===== config.mk =====
export PLATFORM = sky130hd
export DESIGN_NAME = simd_alu_top
export DESIGN_NICKNAME = d
export VERILOG_FILES = /design/src/hdl/simd_alu_pkg.sv /design/src/hdl/lane_adder.sv /design/src/hdl/lane_shifter.sv /design/src/hdl/lane_compare.sv /design/src/hdl/alu_issue.sv /design/src/hdl/op_queue.sv /design/src/hdl/alu_execute.sv /design/src/hdl/simd_alu_top.sv
export VERILOG_INCLUDE_DIRS = /design/src /design/src/include
export SDC_FILE = /design/constraint.sdc
export NUM_CORES = 1
export LEC_CHECK = 0
export ABC_AREA = 1
export BUFFER_PORTS_ARGS = -buffer_cell sky130_fd_sc_hd__clkbuf_2
export CAP_MARGIN = 15
export CORE_MARGIN = 2
export CORE_UTILIZATION = 40
export CTS_CLUSTER_DIAMETER = 60
export DETAILED_ROUTE_END_ITERATION = 8
export SYNTH_ARGS = -nofsm -noshare
export SYNTH_HDL_FRONTEND = slang
export SYNTH_SLANG_ARGS = --single-unit

===== constraint.sdc =====
create_clock -name clk -period 4.8 [get_ports clk]
set_input_delay 0.24 -clock clk [delete_from_list [all_inputs] [get_ports clk]]
set_output_delay 0.24 -clock clk [all_outputs]
set_load 0.01 [all_outputs]

===== src/include/simd_alu_cfg.svh =====
// simd alu configuration
`ifndef SIMD_ALU_CFG_SVH
`define SIMD_ALU_CFG_SVH

// full data word
`define ALU_WIDTH 32

// smallest lane is one byte
`define LANE_WIDTH 8

// byte lanes per word
// also the width of every per-lane mask
`define LANE_COUNT 4

// entries in the decoded operation queue
`define OP_QUEUE_DEPTH 4

`endif


===== src/hdl/simd_alu_pkg.sv =====
// simd alu types
`include "simd_alu_cfg.svh"

package simd_alu_pkg;

  // operations accepted on the request side
  typedef enum logic [4:0] {
    ALU_ADD, ALU_SUB,
    ALU_AND, ALU_OR, ALU_XOR,
    ALU_SLL, ALU_SRL, ALU_SRA,
    ALU_EQ, ALU_NE, ALU_LTS, ALU_LTU, ALU_GES, ALU_GEU,
    ALU_MIN, ALU_MINU, ALU_MAX, ALU_MAXU,
    ALU_RELU
  } alu_opcode_e;

  // lane split of the 32-bit word
  typedef enum logic [1:0] {
    VEC_MODE32 = 2'b00,
    VEC_MODE16 = 2'b10,
    VEC_MODE8  = 2'b11
  } vec_mode_e;

  // result class chosen at decode
  typedef enum logic [2:0] {
    RES_ADD, RES_LOGIC, RES_SHIFT, RES_CMP, RES_MINMAX, RES_RELU
  } res_sel_e;

  // one decoded operation as it sits in the queue
  typedef struct packed {
    alu_opcode_e           opcode;
    vec_mode_e             vec_mode;
    res_sel_e              res_sel;
    logic                  negate;
    logic                  cmp_signed;
    logic                  shift_left;
    logic                  shift_arith;
    logic                  do_min;
    logic [`ALU_WIDTH-1:0] operand_a;
    logic [`ALU_WIDTH-1:0] operand_b;
  } alu_entry_t;

endpackage


===== src/hdl/lane_adder.sv =====
// partitioned simd adder
`timescale 1ns/1ps
`include "simd_alu_cfg.svh"

module lane_adder
  import simd_alu_pkg::*;
(
  input  logic [`ALU_WIDTH-1:0] op_a_i,
  input  logic [`ALU_WIDTH-1:0] op_b_i,
  input  logic                  negate_i,
  input  vec_mode_e             vec_mode_i,
  output logic [`ALU_WIDTH-1:0] sum_o
);

  localparam int LW = `LANE_WIDTH;
  // one carry slot below every byte
  localparam int SW = `LANE_COUNT * (LW + 1);

  logic [`ALU_WIDTH-1:0]  op_b;
  logic [`LANE_COUNT-1:0] lane_edge;
  logic [SW-1:0]          in_a;
  logic [SW-1:0]          in_b;
  logic [SW-1:0]          sum_wide;

  // subtract as a + ~b + 1 in every lane
  assign op_b = negate_i ? ~op_b_i : op_b_i;

  genvar k;
  generate
    for (k = 0; k < `LANE_COUNT; k++) begin : gen_slot
      if (k == 0) begin : gen_low
        // lowest byte always starts a lane
        assign lane_edge[k] = 1'b1;
      end else begin : gen_upper
        assign lane_edge[k] = (vec_mode_i == VEC_MODE8) ||
                              ((vec_mode_i == VEC_MODE16) && (k % 2 == 0));
      end

      // inside a lane the slot is 1/0 and passes the carry through
      // at an edge 0/0 kills the carry and 1/1 injects the subtract one
      assign in_a[k*(LW+1)] = !(lane_edge[k] && !negate_i);
      assign in_b[k*(LW+1)] = lane_edge[k] && negate_i;

      assign in_a[k*(LW+1)+1+:LW] = op_a_i[LW*k+:LW];
      assign in_b[k*(LW+1)+1+:LW] = op_b[LW*k+:LW];

      // strip the slots again
      assign sum_o[LW*k+:LW] = sum_wide[k*(LW+1)+1+:LW];
    end
  endgenerate

  // carry out of the top lane is dropped
  assign sum_wide = in_a + in_b;

endmodule


===== src/hdl/lane_shifter.sv =====
// per-lane simd shifter
`timescale 1ns/1ps
`include "simd_alu_cfg.svh"

module lane_shifter
  import simd_alu_pkg::*;
(
  input  logic [`ALU_WIDTH-1:0] op_a_i,
  input  logic [`ALU_WIDTH-1:0] amt_i,
  input  logic                  shift_left_i,
  input  logic                  shift_arith_i,
  input  vec_mode_e             vec_mode_i,
  output logic [`ALU_WIDTH-1:0] result_o
);

  localparam int W  = `ALU_WIDTH;
  localparam int LW = `LANE_WIDTH;
  localparam int HW = 2 * LW;

  logic [W-1:0]                 op_a_rev;
  logic [W-1:0]                 amt_left;
  logic [W-1:0]                 src;
  logic [W-1:0]                 amt;
  logic                         arith;
  logic [W:0]                   sh_word;
  logic [1:0][HW:0]             sh_half;
  logic [`LANE_COUNT-1:0][LW:0] sh_byte;
  logic [W-1:0]                 right_res;
  logic [W-1:0]                 right_res_rev;

  // left shift is a right shift on the bit-reversed word
  genvar j;
  generate
    for (j = 0; j < W; j++) begin : gen_rev
      assign op_a_rev[j]      = op_a_i[W-1-j];
      assign right_res_rev[j] = right_res[W-1-j];
    end
  endgenerate

  // reversal also swaps lane order, so the amounts swap with it
  always_comb begin
    case (vec_mode_i)
      VEC_MODE16: amt_left = {amt_i[HW-1:0], amt_i[W-1:HW]};
      VEC_MODE8:  amt_left = {amt_i[LW-1:0], amt_i[2*LW-1:LW],
                              amt_i[3*LW-1:2*LW], amt_i[4*LW-1:3*LW]};
      default:    amt_left = amt_i;
    endcase
  end

  assign src   = shift_left_i ? op_a_rev : op_a_i;
  assign amt   = shift_left_i ? amt_left : amt_i;
  // left shifts fill with zero
  assign arith = shift_arith_i && !shift_left_i;

  // one extra top bit carries the fill
  assign sh_word = $signed({arith & src[W-1], src}) >>> amt[$clog2(W)-1:0];

  generate
    for (j = 0; j < 2; j++) begin : gen_half
      assign sh_half[j] = $signed({arith & src[HW*j+HW-1], src[HW*j+:HW]})
                          >>> amt[HW*j+:$clog2(HW)];
    end
    for (j = 0; j < `LANE_COUNT; j++) begin : gen_byte
      assign sh_byte[j] = $signed({arith & src[LW*j+LW-1], src[LW*j+:LW]})
                          >>> amt[LW*j+:$clog2(LW)];
    end
  endgenerate

  always_comb begin
    case (vec_mode_i)
      VEC_MODE16: right_res = {sh_half[1][HW-1:0], sh_half[0][HW-1:0]};
      VEC_MODE8:  right_res = {sh_byte[3][LW-1:0], sh_byte[2][LW-1:0],
                               sh_byte[1][LW-1:0], sh_byte[0][LW-1:0]};
      default:    right_res = sh_word[W-1:0];
    endcase
  end

  assign result_o = shift_left_i ? right_res_rev : right_res;

endmodule


===== src/hdl/lane_compare.sv =====
// per-lane compare and min/max
`timescale 1ns/1ps
`include "simd_alu_cfg.svh"

module lane_compare
  import simd_alu_pkg::*;
(
  input  logic [`ALU_WIDTH-1:0]  op_a_i,
  input  logic [`ALU_WIDTH-1:0]  op_b_i,
  input  logic                   cmp_signed_i,
  input  logic                   do_min_i,
  input  vec_mode_e              vec_mode_i,
  output logic [`LANE_COUNT-1:0] is_equal_o,
  output logic [`LANE_COUNT-1:0] is_greater_o,
  output logic [`ALU_WIDTH-1:0]  minmax_o
);

  localparam int LW = `LANE_WIDTH;

  logic [`LANE_COUNT-1:0] lane_top;
  logic [`LANE_COUNT-1:0] sign_byte;
  logic [`LANE_COUNT-1:0] eq_byte;
  logic [`LANE_COUNT-1:0] gt_byte;
  logic [`LANE_COUNT-1:0] sel_a;

  // bytes that hold the sign bit of their lane
  always_comb begin
    case (vec_mode_i)
      VEC_MODE8:  lane_top = 4'b1111;
      VEC_MODE16: lane_top = 4'b1010;
      default:    lane_top = 4'b1000;
    endcase
  end

  assign sign_byte = lane_top & {`LANE_COUNT{cmp_signed_i}};

  genvar i;
  generate
    for (i = 0; i < `LANE_COUNT; i++) begin : gen_byte
      assign eq_byte[i] = (op_a_i[LW*i+:LW] == op_b_i[LW*i+:LW]);
      // lower bytes of a lane always compare unsigned
      assign gt_byte[i] = $signed({op_a_i[LW*i+LW-1] & sign_byte[i], op_a_i[LW*i+:LW]}) >
                          $signed({op_b_i[LW*i+LW-1] & sign_byte[i], op_b_i[LW*i+:LW]});

      // max keeps a when greater, min flips the pick
      assign sel_a[i]           = is_greater_o[i] ^ do_min_i;
      assign minmax_o[LW*i+:LW] = sel_a[i] ? op_a_i[LW*i+:LW] : op_b_i[LW*i+:LW];
    end
  endgenerate

  // merge byte results upwards from the top byte of each lane
  always_comb begin
    is_equal_o   = {`LANE_COUNT{&eq_byte}};
    is_greater_o = {`LANE_COUNT{gt_byte[3] | (eq_byte[3] & (gt_byte[2] |
                   (eq_byte[2] & (gt_byte[1] | (eq_byte[1] & gt_byte[0])))))}};

    case (vec_mode_i)
      VEC_MODE16: begin
        is_equal_o[1:0]   = {2{&eq_byte[1:0]}};
        is_equal_o[3:2]   = {2{&eq_byte[3:2]}};
        is_greater_o[1:0] = {2{gt_byte[1] | (eq_byte[1] & gt_byte[0])}};
        is_greater_o[3:2] = {2{gt_byte[3] | (eq_byte[3] & gt_byte[2])}};
      end
      VEC_MODE8: begin
        is_equal_o   = eq_byte;
        is_greater_o = gt_byte;
      end
      default: ;
    endcase
  end

endmodule


===== src/hdl/alu_issue.sv =====
// alu request issue and decode
`timescale 1ns/1ps
`include "simd_alu_cfg.svh"

module alu_issue
  import simd_alu_pkg::*;
(
  input  logic                  clk,
  input  logic                  reset_i,
  input  logic                  req_valid_i,
  output logic                  req_ready_o,
  input  alu_opcode_e           op_i,
  input  vec_mode_e             vec_mode_i,
  input  logic [`ALU_WIDTH-1:0] operand_a_i,
  input  logic [`ALU_WIDTH-1:0] operand_b_i,
  output logic                  iss_valid_o,
  input  logic                  iss_ready_i,
  output alu_entry_t            iss_entry_o
);

  alu_entry_t dec_entry;
  logic       req_fire;

  // take a new request when empty or when the held one drains now
  assign req_ready_o = !iss_valid_o || iss_ready_i;
  assign req_fire    = req_valid_i && req_ready_o;

  // decode straight from the incoming opcode
  always_comb begin
    dec_entry.opcode      = op_i;
    dec_entry.vec_mode    = vec_mode_i;
    dec_entry.operand_a   = operand_a_i;
    dec_entry.operand_b   = operand_b_i;
    dec_entry.negate      = (op_i == ALU_SUB);
    // signed compare also drives signed min/max
    dec_entry.cmp_signed  = (op_i == ALU_LTS) || (op_i == ALU_GES) ||
                            (op_i == ALU_MIN) || (op_i == ALU_MAX);
    dec_entry.shift_left  = (op_i == ALU_SLL);
    dec_entry.shift_arith = (op_i == ALU_SRA);
    dec_entry.do_min      = (op_i == ALU_MIN) || (op_i == ALU_MINU);

    case (op_i)
      ALU_AND, ALU_OR, ALU_XOR:                      dec_entry.res_sel = RES_LOGIC;
      ALU_SLL, ALU_SRL, ALU_SRA:                     dec_entry.res_sel = RES_SHIFT;
      ALU_EQ, ALU_NE, ALU_LTS, ALU_LTU, ALU_GES, ALU_GEU: dec_entry.res_sel = RES_CMP;
      ALU_MIN, ALU_MINU, ALU_MAX, ALU_MAXU:          dec_entry.res_sel = RES_MINMAX;
      ALU_RELU:                                      dec_entry.res_sel = RES_RELU;
      default:                                       dec_entry.res_sel = RES_ADD;
    endcase
  end

  // one-entry holding register towards the queue
  always_ff @(posedge clk) begin
    if (reset_i) begin
      iss_valid_o <= 1'b0;
    end else if (req_fire) begin
      iss_valid_o <= 1'b1;
    end else if (iss_ready_i) begin
      iss_valid_o <= 1'b0;
    end
  end

  always_ff @(posedge clk) begin
    if (req_fire) begin
      iss_entry_o <= dec_entry;
    end
  end

  // the requester must present a defined opcode with every valid
  a_op_known : assert property (@(posedge clk) disable iff (reset_i)
    req_valid_i |-> !$isunknown(op_i))
    else $error("alu_issue: undefined opcode on a valid request");

endmodule


===== src/hdl/op_queue.sv =====
// decoded operation queue
`timescale 1ns/1ps
`include "simd_alu_cfg.svh"

module op_queue
  import simd_alu_pkg::*;
(
  input  logic       clk,
  input  logic       reset_i,
  input  logic       wr_valid_i,
  output logic       wr_ready_o,
  input  alu_entry_t wr_entry_i,
  output logic       rd_valid_o,
  input  logic       rd_ready_i,
  output alu_entry_t rd_entry_o
);

  localparam int DEPTH = `OP_QUEUE_DEPTH;
  localparam int PTR_W = $clog2(DEPTH);
  localparam int CNT_W = $clog2(DEPTH + 1);

  alu_entry_t       mem [DEPTH];
  logic [PTR_W-1:0] wr_ptr_q;
  logic [PTR_W-1:0] rd_ptr_q;
  logic [CNT_W-1:0] count_q;
  logic             wr_fire;
  logic             rd_fire;

  // circular pointer step
  function automatic logic [PTR_W-1:0] ptr_next(input logic [PTR_W-1:0] ptr);
    ptr_next = (ptr == PTR_W'(DEPTH - 1)) ? '0 : ptr + 1'b1;
  endfunction

  assign wr_ready_o = (count_q != CNT_W'(DEPTH));
  assign rd_valid_o = (count_q != '0);
  assign wr_fire    = wr_valid_i && wr_ready_o;
  assign rd_fire    = rd_valid_o && rd_ready_i;
  // head entry goes out without a register stage
  assign rd_entry_o = mem[rd_ptr_q];

  always_ff @(posedge clk) begin
    if (reset_i) begin
      wr_ptr_q <= '0;
      rd_ptr_q <= '0;
      count_q  <= '0;
    end else begin
      if (wr_fire) begin
        wr_ptr_q <= ptr_next(wr_ptr_q);
      end
      if (rd_fire) begin
        rd_ptr_q <= ptr_next(rd_ptr_q);
      end
      // push and pop together leave the count alone
      case ({wr_fire, rd_fire})
        2'b10:   count_q <= count_q + 1'b1;
        2'b01:   count_q <= count_q - 1'b1;
        default: ;
      endcase
    end
  end

  always_ff @(posedge clk) begin
    if (wr_fire) begin
      mem[wr_ptr_q] <= wr_entry_i;
    end
  end

  a_count_bound : assert property (@(posedge clk) disable iff (reset_i)
    count_q <= CNT_W'(DEPTH))
    else $error("op_queue: occupancy above depth");

endmodule


===== src/hdl/alu_execute.sv =====
// alu execute stage
`timescale 1ns/1ps
`include "simd_alu_cfg.svh"

module alu_execute
  import simd_alu_pkg::*;
(
  input  logic                  clk,
  input  logic                  reset_i,
  input  logic                  exe_valid_i,
  output logic                  exe_ready_o,
  input  alu_entry_t            exe_entry_i,
  output logic                  res_valid_o,
  input  logic                  res_ready_i,
  output logic [`ALU_WIDTH-1:0] result_o,
  output logic                  cmp_flag_o
);

  localparam int LW = `LANE_WIDTH;

  logic [`ALU_WIDTH-1:0]  op_a;
  logic [`ALU_WIDTH-1:0]  op_b;
  logic [`ALU_WIDTH-1:0]  add_res;
  logic [`ALU_WIDTH-1:0]  shift_res;
  logic [`ALU_WIDTH-1:0]  minmax_res;
  logic [`ALU_WIDTH-1:0]  logic_res;
  logic [`ALU_WIDTH-1:0]  relu_res;
  logic [`ALU_WIDTH-1:0]  cmp_mask;
  logic [`ALU_WIDTH-1:0]  result_d;
  logic [`LANE_COUNT-1:0] is_equal;
  logic [`LANE_COUNT-1:0] is_greater;
  logic [`LANE_COUNT-1:0] cmp_res;
  logic [`LANE_COUNT-1:0] relu_neg;
  logic                   cmp_flag_d;
  logic                   exe_fire;

  assign op_a = exe_entry_i.operand_a;
  assign op_b = exe_entry_i.operand_b;

  // pop whenever the output register is free or being drained
  assign exe_ready_o = !res_valid_o || res_ready_i;
  assign exe_fire    = exe_valid_i && exe_ready_o;

  ////////////////////////////////////////////////////////////
  // lane datapaths
  ////////////////////////////////////////////////////////////

  lane_adder u_adder (
    .op_a_i     (op_a),
    .op_b_i     (op_b),
    .negate_i   (exe_entry_i.negate),
    .vec_mode_i (exe_entry_i.vec_mode),
    .sum_o      (add_res)
  );

  // operand b carries the per-lane shift amounts
  lane_shifter u_shifter (
    .op_a_i        (op_a),
    .amt_i         (op_b),
    .shift_left_i  (exe_entry_i.shift_left),
    .shift_arith_i (exe_entry_i.shift_arith),
    .vec_mode_i    (exe_entry_i.vec_mode),
    .result_o      (shift_res)
  );

  lane_compare u_compare (
    .op_a_i       (op_a),
    .op_b_i       (op_b),
    .cmp_signed_i (exe_entry_i.cmp_signed),
    .do_min_i     (exe_entry_i.do_min),
    .vec_mode_i   (exe_entry_i.vec_mode),
    .is_equal_o   (is_equal),
    .is_greater_o (is_greater),
    .minmax_o     (minmax_res)
  );

  always_comb begin
    case (exe_entry_i.opcode)
      ALU_AND: logic_res = op_a & op_b;
      ALU_OR:  logic_res = op_a | op_b;
      default: logic_res = op_a ^ op_b;
    endcase
  end

  // relation per lane, ge is what remains
  always_comb begin
    case (exe_entry_i.opcode)
      ALU_EQ:           cmp_res = is_equal;
      ALU_NE:           cmp_res = ~is_equal;
      ALU_LTS, ALU_LTU: cmp_res = ~(is_greater | is_equal);
      default:          cmp_res = is_greater | is_equal;
    endcase
  end

  genvar k;
  generate
    for (k = 0; k < `LANE_COUNT; k++) begin : gen_byte
      // sign bit sits in the top byte of the lane holding byte k
      assign relu_neg[k] =
        (exe_entry_i.vec_mode == VEC_MODE8)  ? op_a[LW*k+LW-1] :
        (exe_entry_i.vec_mode == VEC_MODE16) ? op_a[2*LW*(k/2)+2*LW-1] :
                                               op_a[`ALU_WIDTH-1];
      assign relu_res[LW*k+:LW] = relu_neg[k] ? '0 : op_a[LW*k+:LW];
      // a true lane sets all of its bits
      assign cmp_mask[LW*k+:LW] = {LW{cmp_res[k]}};
    end
  endgenerate

  ////////////////////////////////////////////////////////////
  // result select and output register
  ////////////////////////////////////////////////////////////

  always_comb begin
    case (exe_entry_i.res_sel)
      RES_ADD:    result_d = add_res;
      RES_LOGIC:  result_d = logic_res;
      RES_SHIFT:  result_d = shift_res;
      RES_CMP:    result_d = cmp_mask;
      RES_MINMAX: result_d = minmax_res;
      default:    result_d = relu_res;
    endcase
  end

  // flag follows the top lane, only for compares
  assign cmp_flag_d = (exe_entry_i.res_sel == RES_CMP) && cmp_res[`LANE_COUNT-1];

  always_ff @(posedge clk) begin
    if (reset_i) begin
      res_valid_o <= 1'b0;
    end else if (exe_fire) begin
      res_valid_o <= 1'b1;
    end else if (res_ready_i) begin
      res_valid_o <= 1'b0;
    end
  end

  always_ff @(posedge clk) begin
    if (exe_fire) begin
      result_o   <= result_d;
      cmp_flag_o <= cmp_flag_d;
    end
  end

  // stalled result must hold until taken
  a_result_hold : assert property (@(posedge clk) disable iff (reset_i)
    res_valid_o && !res_ready_i |=> res_valid_o && $stable(result_o) && $stable(cmp_flag_o))
    else $error("alu_execute: result changed under back-pressure");

endmodule


===== src/hdl/simd_alu_top.sv =====
// simd alu top level
`timescale 1ns/1ps
`include "simd_alu_cfg.svh"

module simd_alu_top
  import simd_alu_pkg::*;
(
  input  logic                  clk,
  input  logic                  reset_i,
  input  logic                  req_valid_i,
  output logic                  req_ready_o,
  input  alu_opcode_e           op_i,
  input  vec_mode_e             vec_mode_i,
  input  logic [`ALU_WIDTH-1:0] operand_a_i,
  input  logic [`ALU_WIDTH-1:0] operand_b_i,
  output logic                  res_valid_o,
  input  logic                  res_ready_i,
  output logic [`ALU_WIDTH-1:0] result_o,
  output logic                  cmp_flag_o
);

  // issue to queue
  logic       iss_valid;
  logic       iss_ready;
  alu_entry_t iss_entry;

  // queue to execute
  logic       exe_valid;
  logic       exe_ready;
  alu_entry_t exe_entry;

  alu_issue u_issue (
    .clk         (clk),
    .reset_i     (reset_i),
    .req_valid_i (req_valid_i),
    .req_ready_o (req_ready_o),
    .op_i        (op_i),
    .vec_mode_i  (vec_mode_i),
    .operand_a_i (operand_a_i),
    .operand_b_i (operand_b_i),
    .iss_valid_o (iss_valid),
    .iss_ready_i (iss_ready),
    .iss_entry_o (iss_entry)
  );

  op_queue u_queue (
    .clk        (clk),
    .reset_i    (reset_i),
    .wr_valid_i (iss_valid),
    .wr_ready_o (iss_ready),
    .wr_entry_i (iss_entry),
    .rd_valid_o (exe_valid),
    .rd_ready_i (exe_ready),
    .rd_entry_o (exe_entry)
  );

  alu_execute u_execute (
    .clk         (clk),
    .reset_i     (reset_i),
    .exe_valid_i (exe_valid),
    .exe_ready_o (exe_ready),
    .exe_entry_i (exe_entry),
    .res_valid_o (res_valid_o),
    .res_ready_i (res_ready_i),
    .result_o    (result_o),
    .cmp_flag_o  (cmp_flag_o)
  );

endmodule


; After elaboration in Yosys (flattened, before gate mapping)
; Memory sizes are Yosys's and may differ from the RTL's. A register that Yosys moved wholly into a read port is not among the register bits.
; Cells that the tools add are included.
[totals]
regBits = 118
ram_bits = 316
mem_bits_ro = 96
output_inout_bits = 35
n_memories = 2
[memory_table]
columns = name, words, width, read_ports, rd_ports_with_merged_regs, wr, line_no
row1 = u_queue.mem, 4, 79, 1, 1, 1, op_queue.sv:22  ; alu_entry_t mem [DEPTH];
row2 = (name not given), 32, 3, 1, 1, 0, alu_issue.sv:42  ; case (op_i)
[classes]
n_addsub = 5
n_lt_le_gt_ge = 4
n_eq_ne = 29
shift = 7
n_mux = 35
n_bitwise = 32
reduce_logical = 31
[op_table]
columns = operator, n
row1 = 32-bit one-hot mux with 5 select lines, 1
row2 = 32-bit one-hot mux with 2 select lines, 2
row3 = 32-bit 2-to-1 mux, 3
row4 = 8-bit 2-to-1 mux, 7
row5 = 27-bit one-hot mux with 2 select lines, 1
row6 = 5-bit by 4-bit equality test with 1-bit output (second input constant), 8
row7 = 36-bit adder, 1
row8 = 9-bit > comparator, 4
row9 = 9-bit by 3-bit >>> shifter with 8-bit output, 4
row10 = 17-bit by 4-bit >>> shifter with 16-bit output, 2
row11 = 33-bit by 5-bit >>> shifter with 32-bit output, 1
row12 = 32-bit AND, 1
row13 = 8-bit equality test, 4
row14 = 32-bit inverter, 1
row15 = 32-bit OR, 1
row16 = 32-bit XOR, 1
row17 = 27-bit 2-to-1 mux, 1
row18 = 1-bit AND, 16
row19 = 4-bit one-hot mux with 2 select lines, 2
row20 = 3-bit one-hot mux with 2 select lines, 2
row21 = 4-bit one-hot mux with 3 select lines, 1
row22 = 2-bit equality test (second input constant), 5
row23 = 5-bit by 2-bit equality test with 1-bit output (second input constant), 2
row24 = 5-bit by 3-bit equality test with 1-bit output (second input constant), 2
row25 = 27 further kinds, 70

; Logic depth before layout (Yosys ltp)
; Gate-level depths: netlist of the first run.
[depth]
word_depth = 16
ltp_mapped = 33
ltp_nobuf = 29

; By module
; Synthesis of the first run repeated with hierarchy kept, for this count alone.
[unflattened]
cells_unflattened = 3757
hier_area_um2 = 29355.7
[by_module_without_submodules]
columns = module, n_inst, cells_per_inst, area_per_inst_um2, seq_area_each_um2
row1 = op_queue, 1, 833, 12189.2, 9669.3
row2 = lane_shifter, 1, 1224, 5521.5, 0.0
row3 = alu_execute, 1, 708, 4535.6, 1011.0
row4 = lane_adder, 1, 507, 2643.8, 0.0
row5 = alu_issue, 1, 120, 2577.5, 2392.3
row6 = lane_compare, 1, 365, 1888.1, 0.0

; Worst setup path before layout of the first run
; OpenSTA, ideal clock, no wires.
[synth_path]
path_kind = register to register
from = register u_queue.count_q[2]
to = memory u_queue.mem[0][0] (netlist name) (enable)
setup_time_ns = 0.517
arrival_ns = 3.883
setup_slack_ns = 0.399
stages_incl_launch_ff = 4
path_buffers = 0
path_cell_list = dfxtp_1 inv_1 o31ai_1 nor2_1
[synth_via]
elab_chain_cells = 4
[synth_rtl]
columns = item, line_no
row1 = from (decl), op_queue.sv:25  ; logic [CNT_W-1:0] count_q;
row2 = from (signal assigned), op_queue.sv:55  ; 2'b10: count_q <= count_q + 1'b1;
row3 = from (signal assigned), op_queue.sv:56  ; 2'b01: count_q <= count_q - 1'b1;
row4 = 3-bit inequality test, op_queue.sv:34  ; assign wr_ready_o = (count_q != CNT_W'(DEPTH));
row5 = 1-bit logical AND, op_queue.sv:36  ; assign wr_fire = wr_valid_i && wr_ready_o;
row6 = 1-bit 2-to-1 mux, op_queue.sv:63  ; if (wr_fire) begin
row7 = 1-bit 2-to-1 mux (not written as such), op_queue.sv:64  ; mem[wr_ptr_q] <= wr_entry_i;
row8 = to (decl), op_queue.sv:22
; No other way between the ends.

==> metrics.txt, run 1 <==
status=complete, no violations; Ports=110; vias in the first global route=24.2k; Horiz. Die Dim=around 270 um; EDFF count, synth=428; Finish-stage setup viols=0; Crit Path Category=reg -> reg; setup bufs post-CTS=0; Primary FF master, synth=edfxtp_1; Layout Utilization=approximately 47%; Top Family by Delay on Critical Path=simple AND/OR/NAND/NOR gates; Tmin final=about 4400 ps; synth top area cells=edfxtp_1, nand2_1, nand3_1, ha_1, inv_1; post-synthesis async set-or-reset flop share=0%; Yosys warning total=0; most frequent cells in the layout=nand2_1, nand3_1, edfxtp_1, inv_1, nor2_1; Max Slew Vio Count=0; # clock sinks=about 440; vias per cell=between 5 and 6; clk_lat worst skew=around 630 ps; Final GP Congestion=1.07; commonest non-fill, non-tap cell in the layout=nand2_1; WP data arrival=4810 ps; Least-Margin Pin Slew=940 ps; routed len/inst=between 20 and 25 um; worst slack at placement=around 380 ps; fmax=0.225 GHz; Core ar.=about 71,000 um^2; largest net degree at the start of global routing=83; RSZ-0062 raised after global routing=no; port bufs=between 100 and 150; Die Y=between 200 and 300 um; Site Rows=approximately 100; setup ws final=between 300 and 400 ps; CTS Buf Count=50; area share of the largest cell type after synthesis=44.6%; total global-route track usage=28.7%; largest area contributor in the netlist=edfxtp_1; Worst EP required=just over 5000 ps; worst clock skew=approximately 52 ps; Min-Delay Path Class=in -> reg; DR iter-0 viols=about 3.1k; Post-Syn Nets=3,754; ANT cells=0; Worst path slowest cell=ha_1; Mapped Cells=3,541; Die ar.=approximately 74,000 um^2; period utilization=92.6%; total number of vias=approximately 26k; crit start category=register; Crit. End Element=register; Synth Cell Area=28,800 um^2; filler instances=7,009; Area Overhead vs Synth=15.5%; CTS clk-pin slew, worst paths=60 ps; Max H-tree Level=2; CTS max path bufs=3; crit path max fanout=29; Yosys cell types=66; Final Hold Viols=0; total congestion overflow=0; crit-path most repeated cell=nand2_1; Avg Inst Size Synth=8.13 um^2; Starting Density=between 40% and 50%; Buffers & Inverters on Critical Path=5; CTS root buf=clkbuf_16; Detailed Route WL=108,000 um; initial antenna violation count=0; register bit count reported by yosys=between 400 and 500; share of layout cells above drive strength 1=~12%; hpwl dp=between 80,000 and 90,000 um; Seq/Total Area, Yosys=45.4%; maxcap violations=0; TritonCTS clock tree=done; setup TNS=0 ps; nets=3,991; CP max stage delay=about 370 ps; relative max-transition margin=roughly 37%; Hold Worst Slack=between 300 and 400 ps; DRT antenna net count=0; first-pass GRT wire length=around 160,000 um; DRC errors left=0; First-pass DRT Iterations=9
-- metrics by stage --
| stage | cells | instance area (um^2) |
|---|---|---|
| 2_1_floorplan | 3541 | 28800 |
| 3_3_place_gp | 4602 | 30900 |
| 3_5_place_dp | 4602 | 30900 |
| 4_1_cts | 4769 | 33300 |
| 5_1_grt | 4769 | 33300 |
| 6_report | 4769 | 33300 |
-- layer usage --
metal	routed length (um)	track usage [%]	vias up
met3	8480	4.58	233
met1	47100	40.2	12400
met4	5410	12.6	0
met2	47000	43.9	1193
met5	0	0	-
li1	-	-	12500
-- repair_timing --
item	4_1_cts	5_1_grt
resized for setup	0	1
hold buffers	74	0
setup endpoints to repair	0	1
endpoints found under the hold margin	77	0
-- worst reg2reg max path, delay by kind of cell, from the launching register on --
family	cells	cell delay, ps
and+or+nand+nor	19	2100
adders and majority gates	1	370
DFF	1	340
AOI/OAI and AO/OA	2	440
buffers and inverters	5	930
-- synthesized netlist by cell type (22+ instances only) --
library cell,n
buf_2,61
xor2_1,34
nor2_1,216
nand2_1,1191
o21ai_1,52
inv_1,257
ha_1,137
nand2_2,26
o21ai_0,136
edfxtp_1,428
nand3_1,469
nor3_1,22
buf_4,43
o211ai_1,45
buf_6,26
inv_2,22
a21oi_1,163
-- flip-flops by register name, summed over array words and instances, names as in the netlist, named ones only --
register,count
u_queue.wr_ptr_q,2
u_queue.count_q,3
u_queue.rd_ptr_q,2
u_issue.iss_entry_o,79
u_queue.mem,316
u_issue.iss_valid_o,1
u_execute.cmp_flag_o,1
u_execute.result_o,32
u_execute.res_valid_o,1
-- worst paths after layout --
check	from	end	slack, ps	cells after the start
setup / recovery	register	u_execute.result_o[3]	350	27
hold / removal	operand_b_i[29]	u_issue.iss_entry_o[29]	330	2
hold reg to reg	u_issue.iss_entry_o[34]	u_queue.mem[0][34]	490	0
setup reg to reg	register	u_execute.result_o[3]	350	27
-- kinds of logic after synthesis --
group,Yosys count,synth area share (%)
AND/OR/NAND/NOR,1992,29.3
AO/OA/AOI/OAI,502,11.0
flip-flops,439,45.4
buffers and inverters,435,7.18
adder cells (fa/ha/maj),138,6.02
XOR/XNOR,34,1.03
multiplexers,1,0.0782
-- layout make-up --
| cell class | count | area [um^2] | share of cell area (%) |
|---|---|---|---|
| Clock inverter | 32 | 323 | 0.970 |
| Clock buffer | 61 | 1290 | 3.89 |
| Tap cell | 950 | 1190 | 3.57 |
| Sequential cell | 439 | 13100 | 39.3 |
| Inverter | 281 | 1060 | 3.20 |
| Timing Repair Buffer | 339 | 2610 | 7.84 |
| Multi-Input combinational cell | 2667 | 13700 | 41.2 |
Power of run 1 is left out: the tool's default activity adds up to more than one toggle a clock period on the data nets, which glitch-free logic cannot reach.
==> run 2, diff against run 1 <==
- GPL_TIMING_DRIVEN: not set -> 0
- clock period: 4.8 -> 5.08 ns (I/O delays scaled with it)
==> run 2 against run 1 <==
Compared with the run above:
- global-route usage up 1.2 points
- final area up 1.5%
- clock skew down 5.4 ps
==> metrics.txt, run 2 (synthesis results as in run 1) <==
total number of vias=about 27k; Die ar.=74,100 um^2; Finish-stage setup viols=0; Site Rows=98; Die Y=roughly 270 um; status=complete, no violations; DR iter-0 viols=between 2k and 3k; first-pass GRT wire length=~160,000 um; hpwl dp=slightly below 90,000 um; worst clock skew=~46 ps; CTS clk-pin slew, worst paths=approximately 60 ps; max reg flops=roughly 320; period utilization=a little over nine tenths; crit path max fanout=10; Min-Delay Path Class=in -> reg; area of the multi-input gates=about 14,000 um^2; relative max-transition margin=26.3%; filler instances=around 7k; CTS Buf Count=48; Starting Density=40.3%; port bufs=approximately 110; RSZ-0062 raised after global routing=no; clk_lat worst skew=around 600 ps; Least-Margin Pin Slew=1100 ps; CP cell instances=buf_2 -> buf_2 -> nand3_1 -> nand2_1 -> clkinvlp_4 -> nand2_1 -> nor2_1 -> ha_4 -> nand2_1 -> nor2_1 -> nand3b_1 -> nand3_1 -> nand2_1 -> nand4_1 -> nand2_1 -> nand2_1 -> nand2_4 -> o21ai_1 -> nand2_1 -> buf_4 -> o21ai_0 -> a21oi_1 -> nor2_1 -> nand3_1; Worst path slowest cell=dfxtp_1; routed len/inst=23.6 um; total global-route track usage=around 30%; WP data arrival=around 5200 ps; Detailed Route WL=roughly 110,000 um; vias in the first global route=roughly 25k; crit-path most repeated cell=nand2_1; Final GP Congestion=about 1.1; commonest non-fill, non-tap cell in the layout=nand2_1; most frequent cells in the layout=nand2_1, nand3_1, edfxtp_1, inv_1, nor2_1; TritonCTS clock tree=done; Horiz. Die Dim=between 200 and 300 um; post-route cell area=between 30,000 and 40,000 um^2; crit start category=register; Tmin final=4950 ps; # clock sinks=around 440; Final Hold Viols=0; nets=roughly 4k; Area Overhead vs Synth=17.2%; Core ar.=slightly above 70,000 um^2; CTS max path bufs=3; share of layout cells above drive strength 1=a little over an eighth; First-pass DRT Iterations=6; DRT antenna net count=0; largest net degree at the start of global routing=between 60 and 70; Biggest register=u_queue.mem; Max H-tree Level=2; biggest regs=u_queue.mem x316, u_issue.iss_entry_o x79, u_execute.result_o x32; CTS root buf=clkbuf_16; initial antenna violation count=1; DRC errors left=0; Post-DP Area=a little over 30,000 um^2; Seq. cell area=approximately 13,000 um^2; maxcap violations=0; Worst EP required=5360 ps; Crit Path Category=reg -> reg; Max Slew Vio Count=0; total congestion overflow=0; Crit. End Element=register; CP max stage delay=between 400 and 500 ps; fmax=between 0.2 and 0.25 GHz; Ports=110; vias per cell=approximately 5.6
-- run 2: cell types whose count changed in the layout (fill, tap and decap cells not counted), moves of 6 or more --
cell	before	now
a32oi_1	14	3
a32oi_4	4	13
buf_1	0	6
buf_2	0	53
buf_4	144	57
buf_6	0	29
clkbuf_1	11	21
nand2_1	1190	1183
nand3_1	469	462
nor2_1	209	191
nor2_2	7	19
nor2_4	7	13
-- run 2: stage by stage --
step / hold slack, ps / setup WS, ps / utilization [%] / TNS (ps) / instances
after floorplan: 323 / 679 / - / 0 / 3541
after global placement: 431 / -2580 / 42.8 / -824710 / 4600
after detailed placement: 433 / -1080 / 43.3 / -30030 / 4615
after CTS: 28.7 / -10.8 / 46.8 / -14.9 / 4772
after global routing: 80.7 / 13.3 / 47.3 / 0 / 4781
final: 57.5 / 131 / 47.3 / 0 / 4782
-- run 2: repair_timing --
action,CTS,global route
hold buffers,72,0
endpoints found under the setup margin,33,32
hold endpoints to repair,75,0
gates resized for setup,55,65
pin swaps,4,8
buffers inserted,4,11
-- run 2: final timing paths --
check	start	endpoint	slack, ps	cells after the start
hold / removal	req_valid_i	u_issue.iss_valid_o	60	3
setup / recovery	register	u_execute.result_o[26]	130	24
hold reg to reg	u_issue.iss_entry_o[54]	u_queue.mem[3][54]	490	0
setup reg to reg	register	u_execute.result_o[26]	130	24
-- run 2: critical path, delay by kind of cell, from the launching register on --
kind                     cells  cell delay, ps
flip-flops                   1             410
AND/OR/NAND/NOR             16            2360
adder cells (fa/ha/maj)      1             310
AO/OA/AOI/OAI                3             360
buffers and inverters        4            1140
-- run 2: area by class of cell --
type | count | area share, %
antenna | 1 | 0.00741
buffer | 149 | 3.14
clock buffer | 58 | 3.67
clock inverter | 26 | 0.908
inverter | 281 | 3.17
multi-input combinational | 2667 | 41.9
sequential | 439 | 38.7
tap | 950 | 3.52
timing repair buffer | 211 | 5.00
-- run 2: layer usage --
| layer | GRT usage [%] | up-vias | routed length (um) |
|---|---|---|---|
| met5 | 0 | - | 0 |
| met1 | 38.6 | 12600 | 45800 |
| met3 | 5.35 | 341 | 9170 |
| met2 | 47.4 | 1261 | 49900 |
| met4 | 17.2 | 0 | 7960 |
| li1 | - | 12500 | - |
Power of run 2 is left out for the same reason.
